--- src/hdl/tri_dispatch.sv ---
`timescale 1ns/1ps

module tri_dispatch #(
    parameter int NUM_LANES = 3
) (
    input  logic                 clk,
    input  logic                 rst,
    input  logic                 in_valid,
    output logic                 in_ready,
    output logic [NUM_LANES-1:0] lane_valid,
    input  logic [NUM_LANES-1:0] lane_ready
);

    // One pointer bit even for a single lane
    localparam int PTR_W = (NUM_LANES > 1) ? $clog2(NUM_LANES) : 1;
    localparam logic [PTR_W-1:0] LAST = PTR_W'(NUM_LANES - 1);

    logic [PTR_W-1:0] ptr;

    // Only the lane under the pointer sees the triangle
    always_comb begin
        for (int i = 0; i < NUM_LANES; i++) begin
            lane_valid[i] = in_valid && (ptr == PTR_W'(i));
        end
    end

    assign in_ready = lane_ready[ptr];

    always_ff @(posedge clk or posedge rst) begin
        if (rst) begin
            ptr <= '0;
        end else if (in_valid && in_ready) begin
            ptr <= (ptr == LAST) ? '0 : ptr + 1'b1;  // Fixed rotation keeps order
        end
    end

endmodule

--- config.mk ---
export PLATFORM = sky130hd
export DESIGN_NAME = tri_dispatch
export DESIGN_NICKNAME = d
export VERILOG_FILES = /design/src/hdl/tri_dispatch.sv
export SDC_FILE = /design/constraint.sdc
export NUM_CORES = 1
export LEC_CHECK = 0
export BUFFER_PORTS_ARGS = -buffer_cell sky130_fd_sc_hd__buf_2
export CAP_MARGIN = 20
export CORE_AREA = 3 3 40 42
export DETAILED_ROUTE_END_ITERATION = 7
export DIE_AREA = 0 0 43 45
export GPL_TIMING_DRIVEN = 0
export PLACE_DENSITY = 0.32
export SLEW_MARGIN = 15
export SYNTH_ARGS = -nofsm -noshare
export SYNTH_HDL_FRONTEND = slang
export SYNTH_SLANG_ARGS = --single-unit
--- constraint.sdc ---
create_clock -name clk -period 1.08 [get_ports clk]
set_input_delay 0.108 -clock clk [delete_from_list [all_inputs] [get_ports clk]]
set_output_delay 0.108 -clock clk [all_outputs]
set_load 0.03 [all_outputs]
==> results <==
- The min-delay analysis places its worst path in the category in2reg.
- Counting flops and latches in the post-synthesis netlist gives 2.
- The clock buffer count from CTS is 3.
- The layout has between 100 and 150 filler cells.
- For this run, global-route usage on met3 was measured as under 10%.
- For this design, the slowest cell found on the critical path is sky130_fd_sc_hd__dfrtp_2.
- For this block, the initial DRC count from the detailed router was 1.
- Clock tree synthesis selected as its root buffer the cell sky130_fd_sc_hd__clkbuf_4.
- The fmax is around 0.85 GHz.
- The end point of the worst hold path is ptr[0].
- After detailed routing, the average wire length per cell comes to between 9 and 10 um.
- The total count of hold-check failures in the final report is 0.
- The startpoint of the worst-slack reg-to-reg timing path is ptr[1].
- The largest fanout of any net on the critical path is 5.
- Once placement finished, the instance area stood at about 210 um^2.
- The number of optimization iterations in the first detailed-route pass is 2.
- The family with the most delay on the worst path is flip-flops.
- The hold path depth is 2.
- The repair_antennas step left the layout with diodes totalling 0.
- Dividing total power by cell area gives a power density of approximately 2400 nW/um^2.
- In this run the register-to-register setup slack is 0.08 ns.
- The met1 track utilization from global routing is 3.13%.
- The number of buffers and inverters on the critical path is 1.
- The required time of the critical path is 0.97 ns.
- The largest net degree at the start of global routing is 7.
- The endpoint kind of the worst setup timing path is an output pin.
- The routed layout has 175 vias.
- The area of the die is slightly below 2000 um^2.
- The checks that failed: negative setup slack.
- Pin placement for this block handled 10 I/O pins.
- In the synthesized netlist, the number of instances is 15.
- The post-route non-filler standard cell count is 47.
- The critical path goes through mux2i_1, o21ai_1, buf_4.
- The endpoint identified for the worst register-to-register timing path is ptr[1].
- The flip-flop count of the largest register after layout is 2.
- The startpoint kind of the worst setup timing path is a flop.
- The total global routing track utilization is around 5.3%.
- The tool flagged a number of max-cap violations equal to 0.
- Once placement completed, the tool counted placed cells totaling 39.
- The die extent in y is ~45 um.
- Of the cells placed in the final design, the portion with a size suffix greater than 1 is 71.9%.
- The layer flagged by global routing as most heavily used is met2.
- Data on the critical path arrives at its endpoint at 1.07 ns.
- After layout, the worst path uses 110% of the clock period.
- In the routed layout, each cell is associated on average with a via count of around 3.7.
- Synthesis produced a netlist with a net count of 21.
- The H-tree level count is 1.
- The total number of yosys warnings is 0.
- The layout overhead on the synthesized area is 108%.
- The maximum single-stage delay on the critical path is 0.43 ns.
- The clock latency on the worst-skew pair is 0.22 ns.
- The end-of-flow core utilization is 22.9%.
- In this run the horizontal extent of the chip is roughly 43 um.
- In this run the most critical hold path is launched from lane_ready[1].
- The worst path setup slack after routing is -0.103 ns.
- The initial utilization of the core area, before any placement, comes to 11.0%.
- The register clock-pin slew on the reported worst setup and hold paths is 0.03 ns.
- The number of cells on the worst reg-to-reg path is 4.
- For met2 alone, demand over resource in global routing was ~9.9%.
- For the pin with the worst max-slew slack, the measured transition is approximately 0.12 ns.
- After the last flow step, the layout net total stands at 40.
- ptr holds more flip-flops than any other register.
- In this run the remaining antenna-violating nets after routing total 0.
- The HPWL reported at the end of detailed placement is approximately 300 um.
- The initial antenna violation count came to 0.
- For this run, design rule violations remaining after detail routing come to 0.
- The number of unique standard cell types used by synthesis is 12.
- The number of max-slew violations in the final report was 0.
- For this run the aggregate overflow at the end of global routing stands at 0.
- Summed over all layers, the routed wires come to between 400 and 500 um.
- The flow ran to the end, but the final reports show violations.
- The cell area that synthesis handed to floorplanning was 141 um^2.
- Summing all non-filler instances in the final layout gives an area of slightly below 300 um^2.
- The congestion estimate from routability-driven global placement came to 0.557.
- The core footprint is around 1300 um^2.
- The relative slew slack is roughly nine tenths.
- The path type of the worst setup path is reg2out.
- The clock tree skew after final layout is approximately 0.0017 ns.
- The clock drives 2 sinks.
- The clock tree from TritonCTS is yes.
- The largest registers in the layout are ptr (2).
- The routed design could run at a clock period as short as 1.18 ns.
- The total of endpoints with negative setup slack in the final report is 4.
- VDD sags by at most ~0.00035 V.
- The wire length of the first global-routing pass is between 600 and 700 um.
- The number of cell rows is 13.
- Setup repair after global routing could not meet its margin everywhere.
- The number of global-route vias before repair was around 190.
- Port buffering added 9 buffers.
- The clock passes through at most 2 buffers.
- The register area share after synthesis is approximately 35%.
- The post-synthesis area per instance is between 9 and 10 um^2.
- The final hold slack is around 0.11 ns.
- The leakage power figure is around 0.15 nW.
-- per-stage QoR --
| stage | power (mW) | setup TNS, ns | setup slack (ns) |
|---|---|---|---|
| 4_1_cts | 0.676 | -0.320 | -0.113 |
| 2_1_floorplan | 0.324 | -0.0103 | -0.0103 |
| 3_3_place_gp | 0.398 | 0 | 0.0640 |
| 5_1_grt | 0.752 | -0.480 | -0.154 |
| 3_5_place_dp | 0.392 | 0 | 0.0591 |
| 6_report | 0.692 | -0.278 | -0.103 |
-- logic make-up (layout without fill, tap and decap cells) --
group / count (synthesis) / in the layout / share of synthesized area (%)
AOI/OAI and AO/OA: 4 / 4 / 22.1
buffers and inverters: 2 / 19 / 5.31
DFF: 2 / 2 / 35.4
muxes: 1 / 1 / 7.08
and+or+nand+nor: 6 / 6 / 30.1
-- worst reg2reg max path, delay by kind of cell (launching register included) --
family                 cells  cell delay [ns]
AO/OA/AOI/OAI              2             0.18
buffers and inverters      2             0.28
flip-flops                 1             0.43
-- power by group --
group,internal (mW),leakage (nW),switching [mW]
clock,0.123,0.0138,0.0424
combinational,0.201,0.112,0.164
sequential,0.112,0.0192,0.0503
total,0.435,0.145,0.256
-- layer usage --
metal,wire length [um],vias to the layer above
met2,291,2
met5,0,-
met1,142,84
met3,11,0
li1,-,89
met4,0,0
-- worst max path at each step --
stage / slack [ns] / start / depth (start not counted) / to
after floorplan: -0.01 / ptr[0] / 2 / in_ready
after global placement: 0.06 / ptr[1] / 2 / lane_valid[1]
after detailed placement: 0.06 / ptr[1] / 2 / lane_valid[1]
after CTS: -0.11 / ptr[0] / 3 / in_ready
after global routing: -0.15 / ptr[0] / 3 / in_ready
final: -0.10 / ptr[0] / 3 / in_ready
-- repair_timing --
item,CTS,global route
endpoints found under the hold margin,2,0
gates resized for setup,9,0
buffers inserted,3,1
hold buffers,1,0
endpoints found under the setup margin,4,4
gates cloned,0,0
pin swaps,1,0
-- Yosys cell counts, drive strengths merged --
master	instances	area (um^2)
a21oi	1	5.00
and3	1	7.51
mux2i	1	10.0
o2bb2ai	1	8.76
a22oi	1	12.5
o21ai	1	5.00
nand2	1	3.75
nand3b	2	15.0
dfrtp	2	50.1
and3b	1	8.76
nor3b	1	7.51
inv	2	7.51
-- final cells by class --
class                           instances  area [um^2]  area share (%)
Inverter                                2         7.51            2.55
Timing Repair Buffer                   14          103            34.9
Multi-Input combinational cell         11         90.1            30.6
Tap cell                               15         18.8            6.38
Sequential cell                         2         52.6            17.9
Clock buffer                            3         22.5            7.66
-- cells in the final DEF, fill, tap and decap left out --
cell / synthesis / layout
sky130_fd_sc_hd__buf_4: 0 / 6
sky130_fd_sc_hd__buf_2: 0 / 5
sky130_fd_sc_hd__clkbuf_4: 0 / 3
sky130_fd_sc_hd__nand3b_1: 2 / 2
sky130_fd_sc_hd__buf_6: 0 / 2
sky130_fd_sc_hd__dfrtp_2: 0 / 2
sky130_fd_sc_hd__nand2_1: 1 / 1
sky130_fd_sc_hd__inv_2: 0 / 1
sky130_fd_sc_hd__a21oi_1: 1 / 1
sky130_fd_sc_hd__o2bb2ai_1: 1 / 1
sky130_fd_sc_hd__and3b_2: 0 / 1
sky130_fd_sc_hd__a22oi_2: 1 / 1
sky130_fd_sc_hd__nor3b_2: 0 / 1
sky130_fd_sc_hd__and3_2: 1 / 1
sky130_fd_sc_hd__mux2i_1: 1 / 1
sky130_fd_sc_hd__o21ai_1: 0 / 1
sky130_fd_sc_hd__inv_1: 2 / 1
sky130_fd_sc_hd__dlygate4sd3_1: 0 / 1
(Power assumes the default switching activity.)
