--- src/common/gfx_pkg.sv ---
package gfx_pkg;

    // Signed Q16.16 fixed point
    typedef logic signed [31:0] q16_16_t;

    typedef struct packed {
        q16_16_t x;
        q16_16_t y;
        q16_16_t z;
    } vec3_t;

    typedef struct packed {
        logic [7:0] r;
        logic [7:0] g;
        logic [7:0] b;
    } color_t;

    typedef struct packed {
        vec3_t  pos;
        color_t color;  // Passed through untouched
    } vertex_t;

    typedef struct packed {
        vertex_t v0;
        vertex_t v1;
        vertex_t v2;
    } triangle_t;

    // Row-major 3x3 matrix
    typedef struct packed {
        q16_16_t r11;
        q16_16_t r12;
        q16_16_t r13;
        q16_16_t r21;
        q16_16_t r22;
        q16_16_t r23;
        q16_16_t r31;
        q16_16_t r32;
        q16_16_t r33;
    } mat3_t;

    // Q16.16 product, arithmetic shift rounds toward minus infinity
    function automatic q16_16_t q_mul(input q16_16_t a, input q16_16_t b);
        logic signed [63:0] prod;
        prod = a * b;  // Q32.32
        return q16_16_t'(prod >>> 16);
    endfunction

    // Three-term dot product, single shift after a wide accumulate
    function automatic q16_16_t q_dot3(
        input q16_16_t a0, input q16_16_t a1, input q16_16_t a2,
        input q16_16_t b0, input q16_16_t b1, input q16_16_t b2
    );
        logic signed [63:0] p0;
        logic signed [63:0] p1;
        logic signed [63:0] p2;
        logic signed [65:0] acc;
        p0  = a0 * b0;
        p1  = a1 * b1;
        p2  = a2 * b2;
        acc = p0 + p1 + p2;  // Two guard bits cover the carries
        return q16_16_t'(acc >>> 16);
    endfunction

endpackage

--- src/hdl/tri_collect.sv ---
`timescale 1ns/1ps

module tri_collect #(
    parameter int NUM_LANES = 3
) (
    input  logic                 clk,
    input  logic                 rst,
    input  gfx_pkg::triangle_t   lane_tri [NUM_LANES],
    input  logic [NUM_LANES-1:0] lane_out_valid,
    output logic [NUM_LANES-1:0] lane_out_ready,
    input  logic [NUM_LANES-1:0] lane_busy,
    output gfx_pkg::triangle_t   tri_out,
    output logic                 out_valid,
    input  logic                 out_ready,
    output logic                 busy
);

    localparam int PTR_W = (NUM_LANES > 1) ? $clog2(NUM_LANES) : 1;
    localparam logic [PTR_W-1:0] LAST = PTR_W'(NUM_LANES - 1);

    logic [PTR_W-1:0] ptr;  // Head lane, oldest triangle in flight

    assign tri_out   = lane_tri[ptr];
    assign out_valid = lane_out_valid[ptr];
    assign busy      = |lane_busy;

    // Other lanes keep their results until their turn
    always_comb begin
        for (int i = 0; i < NUM_LANES; i++) begin
            lane_out_ready[i] = out_ready && (ptr == PTR_W'(i));
        end
    end

    always_ff @(posedge clk or posedge rst) begin
        if (rst) begin
            ptr <= '0;
        end else if (out_valid && out_ready) begin
            ptr <= (ptr == LAST) ? '0 : ptr + 1'b1;
        end
    end

endmodule

--- config.mk ---
export PLATFORM = sky130hd
export DESIGN_NAME = tri_collect
export DESIGN_NICKNAME = d
export VERILOG_FILES = /design/src/common/gfx_pkg.sv /design/src/hdl/tri_collect.sv
export SDC_FILE = /design/constraint.sdc
export NUM_CORES = 1
export LEC_CHECK = 0
export BUFFER_PORTS_ARGS = -buffer_cell sky130_fd_sc_hd__buf_2
export CORE_AREA = 2 2 570 572
export CTS_CLUSTER_DIAMETER = 200
export CTS_CLUSTER_SIZE = 20
export DETAILED_ROUTE_END_ITERATION = 8
export DIE_AREA = 0 0 572 574
export HOLD_SLACK_MARGIN = 0.02
export SLEW_MARGIN = 15
export SYNTH_ARGS = -nofsm -noshare
export SYNTH_HDL_FRONTEND = slang
export SYNTH_SLANG_ARGS = --single-unit
--- constraint.sdc ---
create_clock -name clk -period 2.9 [get_ports clk]
set_input_delay 0.58 -clock clk [delete_from_list [all_inputs] [get_ports clk]]
set_output_delay 0.58 -clock clk [all_outputs]
set_load 0.005 [all_outputs]
==> results.py <==
metrics = {
    "run_status": {
        "status": "finished with violations",
        "violations": "setup timing",
    },
    "synthesis": {
        "synth_compound_area_share_pct": 47.37,
        "ys_seq_area_share_pct": 0.5502,
        "syn_area_per_cell_um2": 10.60,
        "synthTopCellsByArea": "mux2i_1, o2bb2ai_2, o2bb2ai_1, buf_2, buf_6",
        "syn_area_um2": 9096,
        "synth_seq_cells": 2,
        "synth_xor_area_share_pct": 0,
        "synthCells": 858,
        "yosysTopAreaCell": "mux2i_1",
        "synth_top_family_by_area": "compound AO/OA/AOI/OAI gates",
        "netlist-cell-type-count": 22,
        "synth_nets": 1947,
        "synth_adder_area_share_pct": 0,
        "synth_top_area_share_pct": 39.72,
        "synth-simple-area-share_pct": 0.5915,
        "muxShareOfSynthArea_pct": 39.72,
        "yosys_warnings": 0,
    },
    "timing": {
        "maxSlewViolCount": 0,
        "setup_tns_ns": -0.1291,
        "clock.fmax_ghz": 0.3406,
        "fin_crit_ns": 2.936,
        "finalHoldViolations": 0,
        "finClkSkew_ns": 0.00009584,
        "period_share_pct": 101.2,
        "rsz0062_at_grt": "true",
        "finalSetupViolCount": 9,
        "layout_setup_ws_ns": -0.03598,
        "relSlewSlack_pct": 34.87,
        "worst_pin_slew_ns": 0.9580,
    },
    "clock_tree": {
        "post_cts_buffers": 0,
        "cts_root_buf": "clkbuf_16",
        "path_clk_slew_ns": 0.03,
        "htree_levels": 1,
        "hold_buffers": 0,
        "cts.sinks": 2,
        "cts_tree": "yes",
        "clk_latency_ns": 0.23,
        "cts_buffer_depth": 2,
        "cts_made_buffers": 3,
    },
    "worst_setup_path": {
        "critical_path.top_delay_family": "buffers and inverters",
        "crit_buf_inv": 4,
        "worstPathArrival_ns": 2.36,
        "worstSetupPathType": "flop to primary output",
        "crit_path_top_delay_cell": "dfrtp_4",
        "crit_path_cell_trace": "buf_12, buf_16, mux2i_2, buf_4, o2bb2ai_2, buf_2",
        "worst_setup_path_end_kind": "primary output",
        "start_kind": "flop",
        "worst_path_largest_cell_delay_ns": 0.54,
        "worst-path-max-fanout": 21,
        "critPathRequiredTime_ns": 2.32,
    },
    "floorplanning": {
        "std_cell_rows": 209,
        "die_area_um2": 328300,
        "design.core.area_um2": 322700,
        "die_h_um": 574,
        "chipWidth_um": 572,
        "initial_utilization_pct": 2.819,
        "ios": 1454,
    },
    "routing": {
        "ant_nets": 0,
        "drt_iter0_drc": 942,
        "wl_per_cell_um": 44.13,
        "via_per_inst": 2.553,
        "wl_um": 303000,
        "firstDrtPassIters": 6,
        "vias": 17530,
        "drcViolationCount": 0,
    },
    "layout": {
        "fin_area_um2": 25290,
        "syn_to_final_growth_pct": 178.1,
        "utilization_pct": 7.838,
        "top_register": "ptr",
        "largest_reg_flops": 2,
        "finalNetCount": 3430,
        "fillers": 37950,
        "drive_gt1_share_pct": 82.43,
        "largestRegisters": "ptr x2",
        "final_cells": 6867,
    },
    "worst_hold_path": {
        "hold_path_class": "input pin to asynchronous set/reset pin",
    },
    "pwr": {
        "power.leakage_nw": 10.56,
        "pwr_density_cell_nw_per_um2": 869.6,
        "ir_drop_mv": 0.5123,
    },
    "place": {
        "place_congestion": 1.019,
        "dp.cells": 6657,
        "port-buffer-count": 1453,
        "place_area_um2": 23480,
        "pre_cts_slack_ns": -0.1715,
        "dp_hpwl_um": 288500,
    },
    "global_routing": {
        "grt_max_degree": 84,
        "antenna_found_initial": 528,
        "overflow": 0,
        "grt_pass1_vias": 15360,
        "grt.total_usage_pct": 17.60,
        "grt_pass1_wl_um": 331800,
    },
    "run": {
        "cap_violations": 0,
    },
}
-- metrics by stage --
step           hold slack (ns)  power, mW
2_1_floorplan           0.3212      7.608
3_3_place_gp            0.5210      21.03
3_5_place_dp            0.5218      21.11
4_1_cts                 0.2787      22.39
5_1_grt                 0.2718      23.07
6_report                0.2652      22.00
-- power breakdown --
group | leakage (nW) | internal [mW] | total [mW] | switching [mW]
Clock | 0.0383 | 0.177 | 0.226 | 0.0485
Sequential | 0.0198 | 0.0471 | 0.0992 | 0.0521
Combinational | 10.5 | 8.58 | 21.7 | 13.1
Total | 10.6 | 8.81 | 22.0 | 13.2
-- cell usage after synthesis (all sizes together) --
cell type,number
nand2,1
and3b,1
buf,110
inv,2
a21oi,1
nor3b,1
o2bb2ai,362
mux2i,361
clkbuf,12
and2,1
or3,1
nand3b,1
dfrtp,2
nor2b,1
a22oi,1
-- what timing repair did --
action                     4_1_cts  5_1_grt
setup endpoints to repair      115       57
pin swaps                        1        0
gates resized for setup        178       30
cloned                           1        3
-- cell type report --
class	count	area, um^2	share of cell area (%)
Antenna cell	203	508.0	2.008
Clock buffer	3	75.07	0.2968
Inverter	2	7.507	0.02968
Multi-Input combinational cell	732	9119	36.05
Sequential cell	2	57.56	0.2276
Tap cell	4325	5411	21.40
Timing Repair Buffer	1600	10110	39.99
-- layer usage --
| metal | wire length, um | track usage (%) | vias up |
|---|---|---|---|
| li1 | - | - | 6828 |
| met1 | 103600 | 17.80 | 7554 |
| met2 | 124600 | 26.39 | 1938 |
| met3 | 61420 | 15.89 | 910 |
| met4 | 11350 | 4.335 | 304 |
| met5 | 2064 | 0.7407 | - |
-- worst reg2reg max path: cells and delay by family, from the launching register on --
kind	cells	cell delay, ns
flip-flops	1	0.57
buffers and inverters	1	0.21
AND/OR/NAND/NOR	1	0.27
AO/OA/AOI/OAI	1	0.51
-- final timing paths --
check,from,endpoint,slack (ns),depth (start not counted)
worst min register to register,ptr[1],ptr[1],0.87,2
worst max-delay path,ptr[0],tri_out[187],-0.04,6
min in group clk,lane_out_valid[1],ptr[1],0.68,3
worst min-delay path,rst,ptr[1],0.27,2
max in group asynchronous,rst,ptr[0],2.41,2
worst max register to register,ptr[0],ptr[0],1.15,3
-- cells by family (layout without fill, tap and decap cells) --
group           Yosys count  in the layout
other cells               0            203
compound gates          364            364
mux                     361            361
simple gates              7              7
buf+inv                 124           1605
flops                     2              2
-- layout by cell type (no fill, tap or decap), drive strengths merged --
cell type,count
a22oi,1
nand2,1
and3b,1
clkbuf,5
nand3b,1
dfrtp,2
mux2i,361
nor3b,1
or3,1
inv,2
diode,203
o2bb2ai,362
nor2b,1
a21oi,1
buf,1598
and2,1
Note: power is estimated with default switching activity, not from simulation.
